==> src/hw/cache_cfg.svh <==
`ifndef CACHE_CFG_SVH
`define CACHE_CFG_SVH

// widths of the pipeline and memory buses
`define CACHE_ADDR_W 16 // byte address
`define CACHE_DATA_W 16 // one word

// address split, tag | index | offset
`define CACHE_TAG_W 5 // addr[15:11]
`define CACHE_INDEX_W 7 // addr[10:4], 128 sets
`define CACHE_OFFSET_W 4 // addr[3:0], byte offset in block

// block geometry
`define CACHE_WORDS 8 // words per block, 16 bytes

// cycles from a read address on the memory port to its data valid pulse
// must stay below CACHE_WORDS so reads overlap during the issue phase
`define CACHE_MEM_LATENCY 4

`endif

==> src/hw/cache_pkg.sv <==
`include "cache_cfg.svh"

package cache_pkg;

	typedef enum logic [1:0] {
		OP_NONE = 2'd0, // no access this cycle
		OP_READ = 2'd1, // pipeline load
		OP_WRITE = 2'd2 // pipeline store, wins over read
	} cache_op_e;

	typedef enum logic [1:0] {
		FILL_IDLE = 2'd0, // waiting for a miss
		FILL_ISSUE = 2'd1, // one word address per cycle
		FILL_DRAIN = 2'd2 // waiting for the remaining words
	} fill_state_e;

	typedef struct packed {
		logic read; // level, held during stall
		logic write; // level, held during stall
		logic [`CACHE_ADDR_W-1:0] raddr; // load address
		logic [`CACHE_ADDR_W-1:0] waddr; // store address
		logic [`CACHE_DATA_W-1:0] wdata; // store data
	} cache_req_t;

	typedef struct packed {
		logic [`CACHE_TAG_W-1:0] tag; // msbs of the address
		logic [`CACHE_INDEX_W-1:0] index; // set select
		logic [`CACHE_OFFSET_W-1:0] offset; // byte in block, bit 0 ignored
	} addr_fields_t;

	typedef struct packed {
		logic valid; // block holds memory data
		logic [`CACHE_TAG_W-1:0] tag; // tag of the stored block
	} meta_entry_t;

	typedef struct packed {
		logic read; // new word address this cycle
		logic write; // write-through of a store hit
		logic [`CACHE_ADDR_W-1:0] addr; // fill word or store address
		logic [`CACHE_DATA_W-1:0] wdata; // store data
	} mem_req_t;

	typedef struct packed {
		logic valid; // one-cycle pulse per returned word
		logic [`CACHE_DATA_W-1:0] rdata; // returned word
	} mem_rsp_t;

endpackage

==> src/hw/cache_addr_decode.sv <==
`timescale 1ns/1ps
`include "cache_cfg.svh"

module cache_addr_decode
	import cache_pkg::*;
(
	input cache_req_t req, // pipeline request levels
	input logic busy, // fill in progress
	input meta_entry_t meta, // entry of the selected set
	output addr_fields_t fields, // split active address
	output cache_op_e op, // resolved operation
	output logic hit, // valid and tag match
	output logic miss // access without a hit, outside a fill
);

	logic [`CACHE_ADDR_W-1:0] addr; // active address
	logic tag_match; // stored tag equals request tag

	// store has priority over load
	always_comb begin
		if (req.write) begin
			op = OP_WRITE;
		end else if (req.read) begin
			op = OP_READ;
		end else begin
			op = OP_NONE;
		end
	end

	assign addr = req.write ? req.waddr : req.raddr; // store uses its own address

	assign fields = addr_fields_t'(addr); // tag | index | offset

	assign tag_match = (meta.tag == fields.tag);
	assign hit = meta.valid & tag_match; // combinational lookup

	// no new miss while the sequencer is mid-fill, the held request waits
	assign miss = (op != OP_NONE) & ~hit & ~busy;

endmodule

==> config.mk <==
export PLATFORM = sky130hd
export DESIGN_NAME = cache_addr_decode
export DESIGN_NICKNAME = d
export VERILOG_FILES = /design/src/hw/cache_pkg.sv /design/src/hw/cache_addr_decode.sv
export VERILOG_INCLUDE_DIRS = /design/src /design/src/hw
export SDC_FILE = /design/constraint.sdc
export NUM_CORES = 1
export LEC_CHECK = 0
export BUFFER_PORTS_ARGS = -buffer_cell sky130_fd_sc_hd__buf_2
export CORE_MARGIN = 5
export CORE_UTILIZATION = 22
export DETAILED_ROUTE_END_ITERATION = 7
export GPL_TIMING_DRIVEN = 0
export PLACE_DENSITY = 0.85
export SYNTH_ARGS = -nofsm -noshare
export SYNTH_HDL_FRONTEND = slang
export SYNTH_SLANG_ARGS = --single-unit
==> constraint.sdc <==
create_clock -name vclk -period 1.94
set_clock_uncertainty 0.2 [all_clocks]
set_input_delay 0.291 -clock vclk [all_inputs]
set_output_delay 0.291 -clock vclk [all_outputs]
set_load 0.03 [all_outputs]
==> impl_metrics.toml <==
[sta]
period_share = 1.06
max_freq_ghz = 0.485
tightest_slew_ps = 324
rsz0062_at_grt = "true"
period_minus_slack_ps = 2060
whs_ps = 637
maxSlewViolCount = 0
hold_viol_final = 0
slew_headroom = 0.782
setup-violations-final = 2
setup-tns-final_ps = -191
fin_ws_ps = -121

[final_layout]
num-clock-buffers = 0
layoutNonFillerInstCount = 107
ff_latch_area_um2 = 0
syn2layout_area_growth_pct = 143
layout.nets = 151
nFillCells = 106
design.seq.count = 0
layout_commonest_cell = "buf_2"
num_antenna_cells = 0
drive_above_1_share = 0.946
mostFrequentLayoutCells = "58 x buf_2, 12 x mux2_2, 4 x mux2_4, 4 x buf_4"

[logic_synthesis]
synthTopCellsByArea = "mux2_2 54%, xor2_1 12%, mux2_4 10%"
ys_warn_count = 0
synthCells = 29
synth.largest_area_cell = "mux2_2"
avgSynthCellArea_um2 = 10.1
seq_area_frac_synth = 0
syn-cell-area_um2 = 292
synth_cell_types = 12
syn_nets = 86
synth_top_area_frac = 0.541

[global_routing]
grt_pass1_vias = 536
overflow = 0
grt_pass1_wl_um = 2060
antenna_found_initial = 0
grt_max_degree = 11
track_usage = 0.125

[worst_hold_path]
min_path_type = "in2out"
min_from = "req[48]"

[pwr]
seqPwrFrac = 0
power.share.clock = 0
p_sw_frac = 0.542
p_sw_uw = 120
p_leak_uw = 0.000391
power_density_nw_per_um2 = 312
power_frac_comb = 1.000
p_int_uw = 101
irDropWorstVdd_mv = 0.188

[floorplanning]
die_w_um = 46.4
rows = 13
initial_core_util = 0.227
die_area_um2 = 2150
core_area_um2 = 1280
io_pins = 77
die_h_um = 46.4

[routing]
drtAntennaViolNets = 0
drt-total-wl_um = 1350
dr.pass1.iters = 2
vias_per_cell = 4.46
vias = 477
drc = 0
drt_iter0_markers = 1
post_drt_wl_per_cell_um = 12.6

[critical_path]
crit_arrival_ps = 1570
crit_fanout = 5
criticalPathCategory = "in2out"
crit_start = "req[48]"
endpoint_kind = "output pin"
required_ps = 1450
crit_path_start_kind = "input pin"

[place]
preCtsSetupSlack_ps = -259
dp_hpwl_um = 1210
dpl.cell_count = 104
numPortBuffers = 60
gp_congestion = 0.638

[run_status]
violations = "setup timing"
outcome = "finished, violations left"

[flow_run]
maxCapViolCount = 0
[kinds of logic after synthesis]
family / synth area share
xor+xnor: 0.150
mux: 0.644
compound gates: 0.0300
buf+inv: 0.0772
simple gates: 0.0987
[repair_timing]
item	4_1_cts	5_1_grt
resized for setup	7	2
hold buffers	0	0
setup buffers	3	0
setup endpoints to repair	2	2
pin swaps	2	2
hold endpoints to repair	0	0
cloned	0	0
[cell usage after synthesis]
master	instances
and3_1	1
mux2_2	14
buf_6	1
xor2_1	4
nor2_1	1
xnor2_1	1
buf_4	1
clkbuf_1	1
a311oi_1	1
mux2_4	2
nor2b_1	1
nor4_2	1
[power groups by stage]
| stage | Clock [uW] | Sequential, uW | Combinational [uW] |
|---|---|---|---|
| finish | 0 | 0 | 222 |
| global route | 0 | 0 | 236 |
| CTS | 0 | 0 | 217 |
| detailed placement | 0 | 0 | 205 |
| global placement | 0 | 0 | 200 |
| floorplan | 0 | 0 | 132 |
[per-layer routing]
metal | GRT usage | vias up | part of all wire
met1 | 0.125 | 207 | 0.31
li1 | - | 231 | -
met3 | 0.0469 | 0 | 0.17
met5 | 0 | - | 0
met2 | 0.253 | 39 | 0.52
met4 | 0 | 0 | 0
[worst max-delay path, cell delays in order]
cell	delay, ps
buf_12	110
mux2_4	310
xor2_2	170
nor4_4	290
buf_4	160
a311oi_4	80
buf_6	160
[final timing paths]
path / endpoint / cells past startpoint
setup / recovery: miss / 7
hold / removal: op[1] / 2
[area by class of cell]
class	count	area [um^2]	area share
Tap cell	15	18.8	0.0265
Timing Repair Buffer	63	335	0.473
Buffer	3	32.5	0.0459
Multi-Input combinational cell	26	323	0.455
[stage by stage]
stage | util | total power, uW | area [um^2]
5_1_grt | 0.552 | 236 | 709
6_report | 0.552 | 222 | 709
3_5_place_dp | 0.502 | 205 | 646
3_3_place_gp | 0.502 | 200 | 646
2_1_floorplan | - | 132 | 327
4_1_cts | 0.539 | 217 | 693
Power figures use the tool's default switching activity.
