[config.mk]
export PLATFORM = sky130hd
export DESIGN_NAME = cache_fill_fsm
export DESIGN_NICKNAME = d
export VERILOG_FILES = /design/src/hw/cache_pkg.sv /design/src/hw/cache_fill_fsm.sv
export VERILOG_INCLUDE_DIRS = /design/src /design/src/hw
export SDC_FILE = /design/constraint.sdc
export NUM_CORES = 1
export LEC_CHECK = 0
export BUFFER_PORTS_ARGS = -buffer_cell sky130_fd_sc_hd__buf_2
export CORE_MARGIN = 2
export CORE_UTILIZATION = 25
export CTS_BUF_LIST = sky130_fd_sc_hd__clkbuf_8
export CTS_CLUSTER_SIZE = 20
export DETAILED_ROUTE_END_ITERATION = 12
export HOLD_SLACK_MARGIN = 0.15
export PLACE_DENSITY = 0.64
export SLEW_MARGIN = 30
export SYNTH_ARGS = -nofsm -noshare
export SYNTH_HDL_FRONTEND = slang
export SYNTH_SLANG_ARGS = --single-unit
[constraint.sdc]
create_clock -name clk -period 2.3 [get_ports clk]
set_clock_uncertainty 0.2 [all_clocks]
set_input_delay 0.115 -clock clk [delete_from_list [all_inputs] [get_ports clk]]
set_output_delay 0.115 -clock clk [all_outputs]
set_load 0.02 [all_outputs]
[src/hw/cache_cfg.svh]
`ifndef CACHE_CFG_SVH
`define CACHE_CFG_SVH

// widths of the pipeline and memory buses
`define CACHE_ADDR_W 16 // byte address
`define CACHE_DATA_W 16 // one word

// address split, tag | index | offset
`define CACHE_TAG_W 5 // addr[15:11]
`define CACHE_INDEX_W 7 // addr[10:4], 128 sets
`define CACHE_OFFSET_W 4 // addr[3:0], byte offset in block

// block geometry
`define CACHE_WORDS 8 // words per block, 16 bytes

// cycles from a read address on the memory port to its data valid pulse
// must stay below CACHE_WORDS so reads overlap during the issue phase
`define CACHE_MEM_LATENCY 4

`endif

[src/hw/cache_pkg.sv]
`include "cache_cfg.svh"

package cache_pkg;

	typedef enum logic [1:0] {
		OP_NONE = 2'd0, // no access this cycle
		OP_READ = 2'd1, // pipeline load
		OP_WRITE = 2'd2 // pipeline store, wins over read
	} cache_op_e;

	typedef enum logic [1:0] {
		FILL_IDLE = 2'd0, // waiting for a miss
		FILL_ISSUE = 2'd1, // one word address per cycle
		FILL_DRAIN = 2'd2 // waiting for the remaining words
	} fill_state_e;

	typedef struct packed {
		logic read; // level, held during stall
		logic write; // level, held during stall
		logic [`CACHE_ADDR_W-1:0] raddr; // load address
		logic [`CACHE_ADDR_W-1:0] waddr; // store address
		logic [`CACHE_DATA_W-1:0] wdata; // store data
	} cache_req_t;

	typedef struct packed {
		logic [`CACHE_TAG_W-1:0] tag; // msbs of the address
		logic [`CACHE_INDEX_W-1:0] index; // set select
		logic [`CACHE_OFFSET_W-1:0] offset; // byte in block, bit 0 ignored
	} addr_fields_t;

	typedef struct packed {
		logic valid; // block holds memory data
		logic [`CACHE_TAG_W-1:0] tag; // tag of the stored block
	} meta_entry_t;

	typedef struct packed {
		logic read; // new word address this cycle
		logic write; // write-through of a store hit
		logic [`CACHE_ADDR_W-1:0] addr; // fill word or store address
		logic [`CACHE_DATA_W-1:0] wdata; // store data
	} mem_req_t;

	typedef struct packed {
		logic valid; // one-cycle pulse per returned word
		logic [`CACHE_DATA_W-1:0] rdata; // returned word
	} mem_rsp_t;

endpackage

[src/hw/cache_fill_fsm.sv]
`timescale 1ns/1ps
`include "cache_cfg.svh"

module cache_fill_fsm
	import cache_pkg::*;
(
	input logic clk,
	input logic rst,
	input logic miss, // start a block fill
	input addr_fields_t fields, // held address of the missing request
	input mem_rsp_t mem_rsp, // returned words
	output logic busy, // fill in progress
	output logic [`CACHE_OFFSET_W-1:0] fill_offset, // data array offset of the word arriving now
	output logic write_data, // store the arriving word
	output logic write_tag, // last word in, set valid and tag
	output logic mem_read, // new word address this cycle
	output logic [`CACHE_ADDR_W-1:0] mem_read_addr // word address to memory
);

	localparam int WSEL_W = `CACHE_OFFSET_W - 1; // word select, drops the byte bit
	localparam logic [WSEL_W-1:0] LAST_WORD = WSEL_W'(`CACHE_WORDS - 1);

	fill_state_e state; // current sequencer state
	fill_state_e state_nxt;
	logic [WSEL_W-1:0] issue_cnt; // word being requested
	logic [WSEL_W-1:0] rcv_cnt; // word expected next from memory
	logic last_issue; // final word address goes out this cycle
	logic last_rcv; // final word arrives this cycle

	assign busy = (state != FILL_IDLE);
	assign mem_read = (state == FILL_ISSUE); // one address per cycle, no back-pressure

	assign last_issue = (issue_cnt == LAST_WORD);
	assign last_rcv = (rcv_cnt == LAST_WORD);

	// words come back in issue order, so a count of arrivals names the word
	assign write_data = busy & mem_rsp.valid;
	assign write_tag = write_data & last_rcv; // closes the fill
	assign fill_offset = {rcv_cnt, 1'b0};

	// outside a fill the port carries the request address for write-through
	assign mem_read_addr = mem_read ? {fields.tag, fields.index, issue_cnt, 1'b0}
		: {fields.tag, fields.index, fields.offset};

	always_comb begin
		state_nxt = state;
		case (state)
			FILL_IDLE: begin
				if (miss) begin
					state_nxt = FILL_ISSUE; // first address next cycle
				end
			end
			FILL_ISSUE: begin
				if (last_issue) begin
					state_nxt = FILL_DRAIN; // all 8 addresses out
				end
			end
			FILL_DRAIN: begin
				if (write_tag) begin
					state_nxt = FILL_IDLE; // held request hits next cycle
				end
			end
			default: begin
				state_nxt = FILL_IDLE;
			end
		endcase
	end

	always_ff @(posedge clk) begin
		if (rst) begin
			state <= FILL_IDLE;
			issue_cnt <= '0;
			rcv_cnt <= '0;
		end else begin
			state <= state_nxt;
			if (state == FILL_IDLE) begin
				issue_cnt <= '0; // fill always starts at word 0
				rcv_cnt <= '0;
			end else begin
				if (mem_read) begin
					issue_cnt <= issue_cnt + 1'b1;
				end
				if (write_data) begin
					rcv_cnt <= rcv_cnt + 1'b1;
				end
			end
		end
	end

endmodule

==> key figures, run 1 <==
Placed design
  • Port bufs: 18
  • GPL Wtd Cong: a little over 0.6
  • Inst Count DP: 94
  • Post-DP HPWL: about 700 um
  • DP Area: 538.0 um2

Die
  • # IOs: 60
  • Core ar.: 1962 um2
  • DIE AREA: roughly 2500 um2
  • Die span in x: 49.63 um
  • Starting Density: 0.2653
  • Die height: 49.63 um
  • Site Rows: 16

Detailed routing
  • Starting DRT DRC Count: 4
  • Routed len/inst: 9.549 um
  • Routed wire length: around 1100 um
  • Via density: slightly above 4
  • Final antenna-violating net count: 0
  • Residual DRC: 0
  • Drt first pass iters: 3
  • Via count: 468

Clocking
  • Clk sinks: 8
  • Post-CTS sizing: 0
  • Setup bufs post-CTS: 0
  • Num CTS Buffers: 3
  • Max Root-Sink Buffers: 2
  • CTS Root Cell: clkbuf_8
  • Max H-tree Level: 1
  • TritonCTS clock tree: yes
  • Cts-stage hold buffer count: 16
  • Worst-path clk slew: roughly 0.04 ns
  • Skew-Pair Late Insertion Delay: ~0.23 ns

Global route
  • Pin count of the biggest net entering global routing: 9
  • Total grt overflow: 0
  • Number of global-route vias before repair: between 300 and 400
  • Antenna violations before repair: 0
  • First-pass GRT wire length: about 1800 um
  • Tot GR Track Use: 0.09663

Hold path
  • HP Start: issue_cnt[2]
  • Worst hold path class: reg -> reg

Yosys
  • Cell area after synthesis: ~520 um2
  • Seq cells post-synth: 8
  • Cells after Synth: 64
  • Syn_nets: ~100
  • Seq/Total Area, Yosys: 0.3077
  • Yosys cell types: 19
  • Syn avg cell area: around 8 um2
  • Yosys synthesis warning count: 0

Cells and area
  • Most frequent cells in the layout: buf_2, dlygate4sd3_1, nand2_1, dfxtp_1
  • Total Nets Final: 128
  • Area grow syn2layout: 42.07%
  • Most common cell after layout, fill and taps aside: buf_2
  • N_diodes: 0
  • Non-filler instance count after layout: about 110
  • Design area: about 740 um2
  • Layout cells sized above 1: 0.2791

Critical path
  • CP startpoint: rcv_cnt[0]
  • CP Capture Point: state[1]
  • Crit path DAT: between 1.5 and 2 ns
  • CP bufs+invs: 1
  • Critical-path maximum fanout: 3
  • WS Path Type: reg -> reg
  • Worst reg2reg path endpoint: state[1]
  • WP data required: around 2.3 ns
  • Critical Path Stages: 6
  • Critical path startpoint category: flop
  • Crit path top cell by count: ha_1
  • Slowest cell on the critical path: dlygate4sd3_1
  • Crit-path max cell delay: 0.55 ns
  • Worst Setup End Kind: flop
  • Critical Path, Cell by Cell: ha_1, ha_1, nand2_1, nand3b_1, a21oi_1, dlygate4sd3_1
  • Reg2reg start: rcv_cnt[0]
  • Worst R2R Setup Slack: around 0.50 ns
  • R2R depth: 6
  • Critical path's top delay family: buffers and inverters

Power and ir drop
  • Pleak: about 0.37 nW
  • Max VDD drop: approximately 330 uV
  • Pwr dens: roughly 550 nW/um2
  • Total power draw: ~0.0004 W

STA
  • Final hold slack: approximately 0.27 ns
  • Max-slew violations: 0
  • # setup viols final: 0
  • Maximum clock rate: 556.1 MHz
  • Setup TNS Final: 0 ns
  • Final hold viol count: 0
  • Post-route minimum period: ~1.8 ns
  • Final worst-path cycle share: 0.7819
  • RSZ-0062 raised after global routing: false

Run status
  • Outcome: finished clean

Run
  • MaxCap Viol Count: 0
area by class of cell:
cell class              count  area (um2)
fillers                   224        1222
repair buffers             34       250.2
multi-input cells          38       242.7
flip-flops and latches      8       160.2
clock buffers               3       41.29
well taps                  27       33.78
inverters                   3       11.26
tightest hold or removal path, delay by kind of cell (launching register included):
kind            cells  cell delay (ns)
compound gates      1             0.05
flops               1             0.32
simple gates        1             0.06
state kept, by name (all words and copies together) (netlist names):
signal,flops
issue_cnt,3
rcv_cnt,3
state,2
synthesized netlist by cell type:
library cell,number,share of area
a22oi_1,1,0.014
nor3_1,4,0.038
conb_1,1,0.0072
a21oi_1,2,0.019
xnor2_1,1,0.017
clkbuf_1,1,0.0072
nor2_1,4,0.029
inv_1,2,0.014
ha_1,4,0.096
nand2b_4,1,0.026
buf_4,13,0.19
dfxtp_1,8,0.31
inv_2,1,0.0072
mux2i_1,4,0.077
nand3b_1,2,0.029
and2_2,1,0.014
nor2b_1,1,0.012
clkbuf_2,1,0.0096
nand2_1,12,0.087
stage by stage:
stage	worst slack (ns)	util
detailed placement	1.005	0.2742
floorplan	0.8738	-
global route	0.3627	0.3769
CTS	0.5085	0.3769
global placement	1.013	0.2742
finish	0.5016	0.3769
where the power goes:
| part | total (W) | switching, W | leakage, nW | internal, W |
|---|---|---|---|---|
| clock | 0.000171 | 0.0000572 | 0.0216 | 0.000114 |
| sequential | 0.000147 | 0.00000448 | 0.0651 | 0.000143 |
| combinational | 0.0000892 | 0.0000510 | 0.280 | 0.0000382 |
logic make-up after synthesis:
family / after synthesis / share of synthesized area
flip-flops: 8 / 0.3077
other: 1 / 0.007205
buffers and inverters: 18 / 0.2259
adder cells (fa/ha/maj): 4 / 0.09616
AND/OR/NAND/NOR: 25 / 0.2356
AO/OA/AOI/OAI: 3 / 0.03366
multiplexers: 4 / 0.07693
XOR/XNOR: 1 / 0.01683
how the worst min path moves through the flow:
stage | end | slack (ns) | cells past startpoint
floorplan | state[0] | 0.11 | 2
global placement | mem_read_addr[4] | 0.03 | 0
detailed placement | mem_read_addr[4] | 0.03 | 0
CTS | issue_cnt[2] | 0.27 | 2
global route | issue_cnt[2] | 0.29 | 2
finish | issue_cnt[2] | 0.27 | 2
layer usage:
metal | part of all wire | track usage | up-vias
li1 | - | - | 235
met1 | 0.44 | 0.1178 | 196
met2 | 0.42 | 0.1400 | 37
met3 | 0.14 | 0.06061 | 0
met4 | 0 | 0.02778 | 0
met5 | 0 | 0 | -
Power figures use the tool's default switching activity.
==> inputs of run 2 (changes only) <==
==> constraint.sdc (replaced) <==
create_clock -name clk -period 1.66 [get_ports clk]
set_clock_uncertainty 0.2 [all_clocks]
set_input_delay 0.083 -clock clk [delete_from_list [all_inputs] [get_ports clk]]
set_output_delay 0.083 -clock clk [all_outputs]
set_load 0.02 [all_outputs]
==> run 2 against run 1 <==
  * Via count down 0.85%
  * Global-route usage down 0.13 points
  * Register-to-register slack worse by 0.14 ns
  * Die area unchanged
  * Clock power rose by 38%
  * Core utilization is 0.51 points lower
  * Worst hold slack barely moved
  * Sequential cell count is the same
  * Combinational power is 39% higher
==> key figures, run 2 (same netlist as run 1, synthesis figures left out) <==
Global route
  • Pin count of the biggest net entering global routing: 9
  • Tot GR Track Use: 0.09536
  • First-pass GRT wire length: between 1500 and 2000 um
  • Antenna violations before repair: 0
  • Total grt overflow: 0
  • Number of global-route vias before repair: a little under 400

STA
  • Post-route minimum period: about 1.5 ns
  • Final worst-path cycle share: 0.9035
  • Setup TNS Final: 0 ns
  • # setup viols final: 0
  • RSZ-0062 raised after global routing: false
  • Max-slew violations: 0
  • Final hold viol count: 0
  • Maximum clock rate: between 600 and 700 MHz

Cells and area
  • N_diodes: 0
  • Total Nets Final: approximately 130
  • Area grow syn2layout: 40.14%
  • Most frequent cells in the layout: buf_2, dlygate4sd3_1, nand2_1, dfxtp_1
  • Biggest regs: issue_cnt x3, rcv_cnt x3, state x2
  • Most common cell after layout, fill and taps aside: buf_2
  • Layout cells sized above 1: 0.2824
  • Post-layout util: 0.3718
  • Fill cells: approximately 220

Placed design
  • Post-DP HPWL: around 680 um
  • GPL Wtd Cong: ~0.6
  • Port bufs: 18

Critical path
  • Worst Setup End Kind: primary output
  • Worst R2R Setup Slack: between 0.3 and 0.4 ns
  • Worst reg2reg path endpoint: rcv_cnt[2]
  • Crit-path max cell delay: roughly 0.33 ns
  • WS Path Type: reg -> out
  • Slowest cell on the critical path: dfxtp_1
  • Critical Path, Cell by Cell: ha_1, ha_1, nand2_1, nor2_1, buf_2
  • Crit path DAT: about 1.2 ns
  • Crit path top cell by count: ha_1
  • Critical-path maximum fanout: 3
  • R2R depth: 4
  • Critical path startpoint category: flop
  • WP data required: ~1.4 ns
  • Reg2reg start: rcv_cnt[0]

Run
  • MaxCap Viol Count: 0

Clocking
  • Skew-Pair Late Insertion Delay: approximately 0.23 ns
  • CTS Root Cell: clkbuf_8
  • Max H-tree Level: 1
  • Post-CTS sizing: 0
  • Max Root-Sink Buffers: 2
  • Worst-path clk slew: 0.04 ns
  • Clk sinks: 8
  • Num CTS Buffers: 3
  • TritonCTS clock tree: yes

Power and ir drop
  • Max VDD drop: 459.8 uV
  • Pleak: approximately 0.36 nW
  • Pwr dens: 773.4 nW/um2
  • Total power draw: 0.0005641 W

Die
  • Die span in x: around 50 um
  • # IOs: 60
  • Core ar.: 1962 um2
  • DIE AREA: around 2500 um2
  • Site Rows: 16
  • Die height: slightly below 50 um
  • Starting Density: 0.2653

Detailed routing
  • Routed wire length: 1065 um
  • Routed len/inst: 9.509 um
  • Via count: approximately 460
  • Via density: around 4.1
  • Drt first pass iters: 3
  • Final antenna-violating net count: 0
  • Starting DRT DRC Count: 4
  • Residual DRC: 0

Hold path
  • Worst hold path class: reg -> reg
  • HP Start: issue_cnt[2]
  • Hold path endpoint: issue_cnt[2]
  • Hold Path Cell Cnt: 2

Run status
  • Outcome: finished clean
-- run 2: changes by cell type in the layout (fill, tap and decap cells not counted) --
cell	before	now
dlygate4sd3_1	16	15
-- run 2: layout make-up --
type	count	area [um2]	area share
Sequential cell	8	160.2	0.2196
Timing Repair Buffer	33	240.2	0.3293
Multi-Input combinational cell	38	242.7	0.3328
Tap cell	27	33.78	0.04631
Clock buffer	3	41.29	0.05660
Inverter	3	11.26	0.01544
-- run 2: where the power goes --
group	switching [W]	internal, W	leakage, nW
sequential	0.00000622	0.000198	0.0651
combinational	0.0000706	0.0000529	0.273
clock	0.0000791	0.000157	0.0216
total	0.000156	0.000408	0.360
-- run 2: stage by stage --
stage / cell area (um2) / hold WS (ns) / setup slack [ns] / std cells
6_report: 729.5 / 0.2717 / 0.1603 / 112
5_1_grt: 729.5 / 0.2918 / 0.02386 / 112
4_1_cts: 729.5 / 0.2745 / 0.1460 / 112
3_5_place_dp: 538.0 / -0.03386 / 0.3650 / 94
3_3_place_gp: 538.0 / -0.03386 / 0.3729 / 94
2_1_floorplan: 520.5 / 0.07514 / 0.2658 / 64
-- run 2: per-layer routing --
metal  part of all wire  wire (um)  vias to the layer above  track usage
li1                   -          -                      233            -
met1               0.45        477                      194       0.1178
met2               0.41        440                       37       0.1356
met3               0.14        148                        0      0.06061
met4                  0          0                        0      0.02778
met5                  0          0                        -            0
-- run 2: repair_timing --
action	CTS	global route
buffers inserted	0	0
endpoints found under the hold margin	20	0
hold buffers	15	0
setup endpoints to repair	0	0
-- run 2: worst max path at each step --
stage | startpoint | end | slack [ns]
after floorplan | rcv_cnt[0] | write_tag | 0.27
after global placement | rcv_cnt[0] | rcv_cnt[2] | 0.37
after detailed placement | rcv_cnt[0] | rcv_cnt[2] | 0.36
after CTS | state[1] | mem_read_addr[1] | 0.15
after global routing | state[1] | mem_read_addr[1] | 0.02
final | rcv_cnt[0] | write_tag | 0.16
-- run 2: worst max-delay path: cells and delay by family (launching register included) --
family,cells,cell delay (ns)
and+or+nand+nor,2,0.12
adders and majority gates,2,0.37
DFF,1,0.33
buffers and inverters,1,0.17
==> inputs of run 3 (changes only) <==
--- a/config.mk
+++ b/config.mk
@@ -8,12 +8,12 @@
 export LEC_CHECK = 0
 export BUFFER_PORTS_ARGS = -buffer_cell sky130_fd_sc_hd__buf_2
 export CORE_MARGIN = 2
-export CORE_UTILIZATION = 25
+export CORE_UTILIZATION = 34
 export CTS_BUF_LIST = sky130_fd_sc_hd__clkbuf_8
 export CTS_CLUSTER_SIZE = 20
 export DETAILED_ROUTE_END_ITERATION = 12
 export HOLD_SLACK_MARGIN = 0.15
-export PLACE_DENSITY = 0.64
+export PLACE_DENSITY = 0.82
 export SLEW_MARGIN = 30
 export SYNTH_ARGS = -nofsm -noshare
 export SYNTH_HDL_FRONTEND = slang
==> constraint.sdc (replaced) <==
create_clock -name clk -period 1.6 [get_ports clk]
set_clock_uncertainty 0.2 [all_clocks]
set_input_delay 0.08 -clock clk [delete_from_list [all_inputs] [get_ports clk]]
set_output_delay 0.08 -clock clk [all_outputs]
set_load 0.02 [all_outputs]
==> run 3 against run 2 <==
  * Sequential power is 4% higher
  * Global-route usage is 1.8 points higher
  * Worst hold slack worse by 0.0037 ns
  * Via count is 1.7% higher
  * Register-to-register slack worse by 0.07 ns
  * Non-clock buffer count stayed put
  * Combinational power hardly changed
  * Routed wire length is 4.8% lower
  * Worst setup slack worse by 0.050 ns
  * Clock-buffer cell count stayed put
  * Sequential share of layout area is 0.42 points higher
  * Total power is 1.6% higher
  * Highest routed layer unchanged
  * Largest power group unchanged
==> key figures, run 3 (same netlist as run 1, synthesis figures left out) <==
Run status
  • Outcome: finished clean

Cells and area
  • Layout cells sized above 1: 0.2824
  • Total Nets Final: between 100 and 150
  • Most common cell after layout, fill and taps aside: buf_2
  • Biggest regs: issue_cnt x3, rcv_cnt x3, state x2
  • Fill cells: 149
  • Most frequent cells in the layout: buf_2, dlygate4sd3_1, nand2_1, dfxtp_1
  • Design area: between 700 and 800 um2
  • Area grow syn2layout: 37.50%
  • N_diodes: 0
  • Non-filler instance count after layout: 101

Clocking
  • Num CTS Buffers: 3
  • TritonCTS clock tree: yes
  • Skew-Pair Late Insertion Delay: 0.22 ns
  • Max H-tree Level: 1
  • Max Root-Sink Buffers: 2
  • Cts-stage hold buffer count: 15
  • Clk sinks: 8
  • Setup bufs post-CTS: 0
  • CTS Root Cell: clkbuf_8
  • Post-CTS sizing: 0
  • Worst-path clk slew: roughly 0.040 ns

Die
  • # IOs: 60
  • Core ar.: 1471 um2
  • Die span in x: ~43 um
  • Die height: around 43 um
  • Site Rows: 14
  • DIE AREA: roughly 1900 um2
  • Starting Density: 0.3537

Critical path
  • WP data required: approximately 1.3 ns
  • Worst Setup End Kind: primary output
  • R2R depth: 4
  • Crit path DAT: around 1.2 ns
  • Critical path startpoint category: flop
  • Critical-path maximum fanout: 3
  • WS Path Type: reg -> out

Power and ir drop
  • Internal power: around 0.00042 W
  • Reg power frac: 0.369
  • Net Sw Power: roughly 0.00015 W
  • Total power draw: approximately 0.00057 W
  • Pleak: between 0.3 and 0.4 nW
  • Clock Power Share: 0.408
  • Switching fraction of total power: 0.2625
  • Max VDD drop: 477.2 uV
  • Combinational power share: 0.222
  • Pwr dens: 801.2 nW/um2

Global route
  • Number of global-route vias before repair: 400
  • First-pass GRT wire length: around 1500 um
  • Tot GR Track Use: 0.1129
  • Antenna violations before repair: 0
  • Pin count of the biggest net entering global routing: 9
  • Total grt overflow: 0

Placed design
  • DP Area: 524.3 um2
  • GPL Wtd Cong: 0.7013
  • Post-DP HPWL: between 700 and 800 um
  • Inst Count DP: 83
  • Port bufs: 18

STA
  • Setup TNS Final: 0 ns
  • Final worst-path cycle share: 0.9308
  • # setup viols final: 0
  • Final hold slack: around 0.27 ns
  • RSZ-0062 raised after global routing: false
  • Max-slew violations: 0
  • Maximum clock rate: 671.5 MHz
  • Final hold viol count: 0
  • Post-route minimum period: between 1 and 1.5 ns

Detailed routing
  • Final antenna-violating net count: 0
  • Via count: about 470
  • Residual DRC: 0
  • Starting DRT DRC Count: 2
  • Via density: 4.673
  • Drt first pass iters: 4
  • Routed wire length: 1014 um
  • Routed len/inst: 10.04 um

Run
  • MaxCap Viol Count: 0

Hold path
  • Worst hold path class: in -> out
  • Hold Path Cell Cnt: 4
[run 3: worst max-delay path, cell delays in order (launching register included)]
cell and delay, ns:
dfxtp_1 0.33, ha_1 0.21, ha_1 0.17, nand2_1 0.07, nor2_1 0.04, buf_2 0.17
[run 3: cell type report]
cell class / count / area, um2 / area share
clock buffers: 3 / 41.29 / 0.05769
well taps: 16 / 20.02 / 0.02797
repair buffers: 33 / 240.2 / 0.3357
multi-input cells: 38 / 242.7 / 0.3392
inverters: 3 / 11.26 / 0.01573
flip-flops and latches: 8 / 160.2 / 0.2238
[run 3: worst paths after layout]
path | from | end | slack (ns)
max | rcv_cnt[0] | write_tag | 0.11
min | fields[3] | mem_read_addr[3] | 0.27
max reg2reg | rcv_cnt[0] | rcv_cnt[2] | 0.29
min reg2reg | issue_cnt[2] | issue_cnt[2] | 0.28
[run 3: through the flow]
stage	setup WS, ns	utilization
2_1_floorplan	0.2088	-
3_3_place_gp	0.3156	0.3563
3_5_place_dp	0.2907	0.3563
4_1_cts	0.09060	0.4864
5_1_grt	0.03355	0.4864
6_report	0.1107	0.4864
[run 3: power by group through the flow]
stage / clock [W] / combinational (W) / sequential (W)
floorplan: 0 / 0.0000970 / 0.000216
global placement: 0 / 0.0000748 / 0.000215
detailed placement: 0 / 0.0000774 / 0.000215
CTS: 0.000244 / 0.000129 / 0.000212
global route: 0.000258 / 0.000137 / 0.000212
finish: 0.000234 / 0.000127 / 0.000212
[run 3: metal layers]
metal	GRT usage	share of wire
met5	0	0
met4	0.05455	0
met3	0.04255	0.12
met2	0.1910	0.47
met1	0.1218	0.41
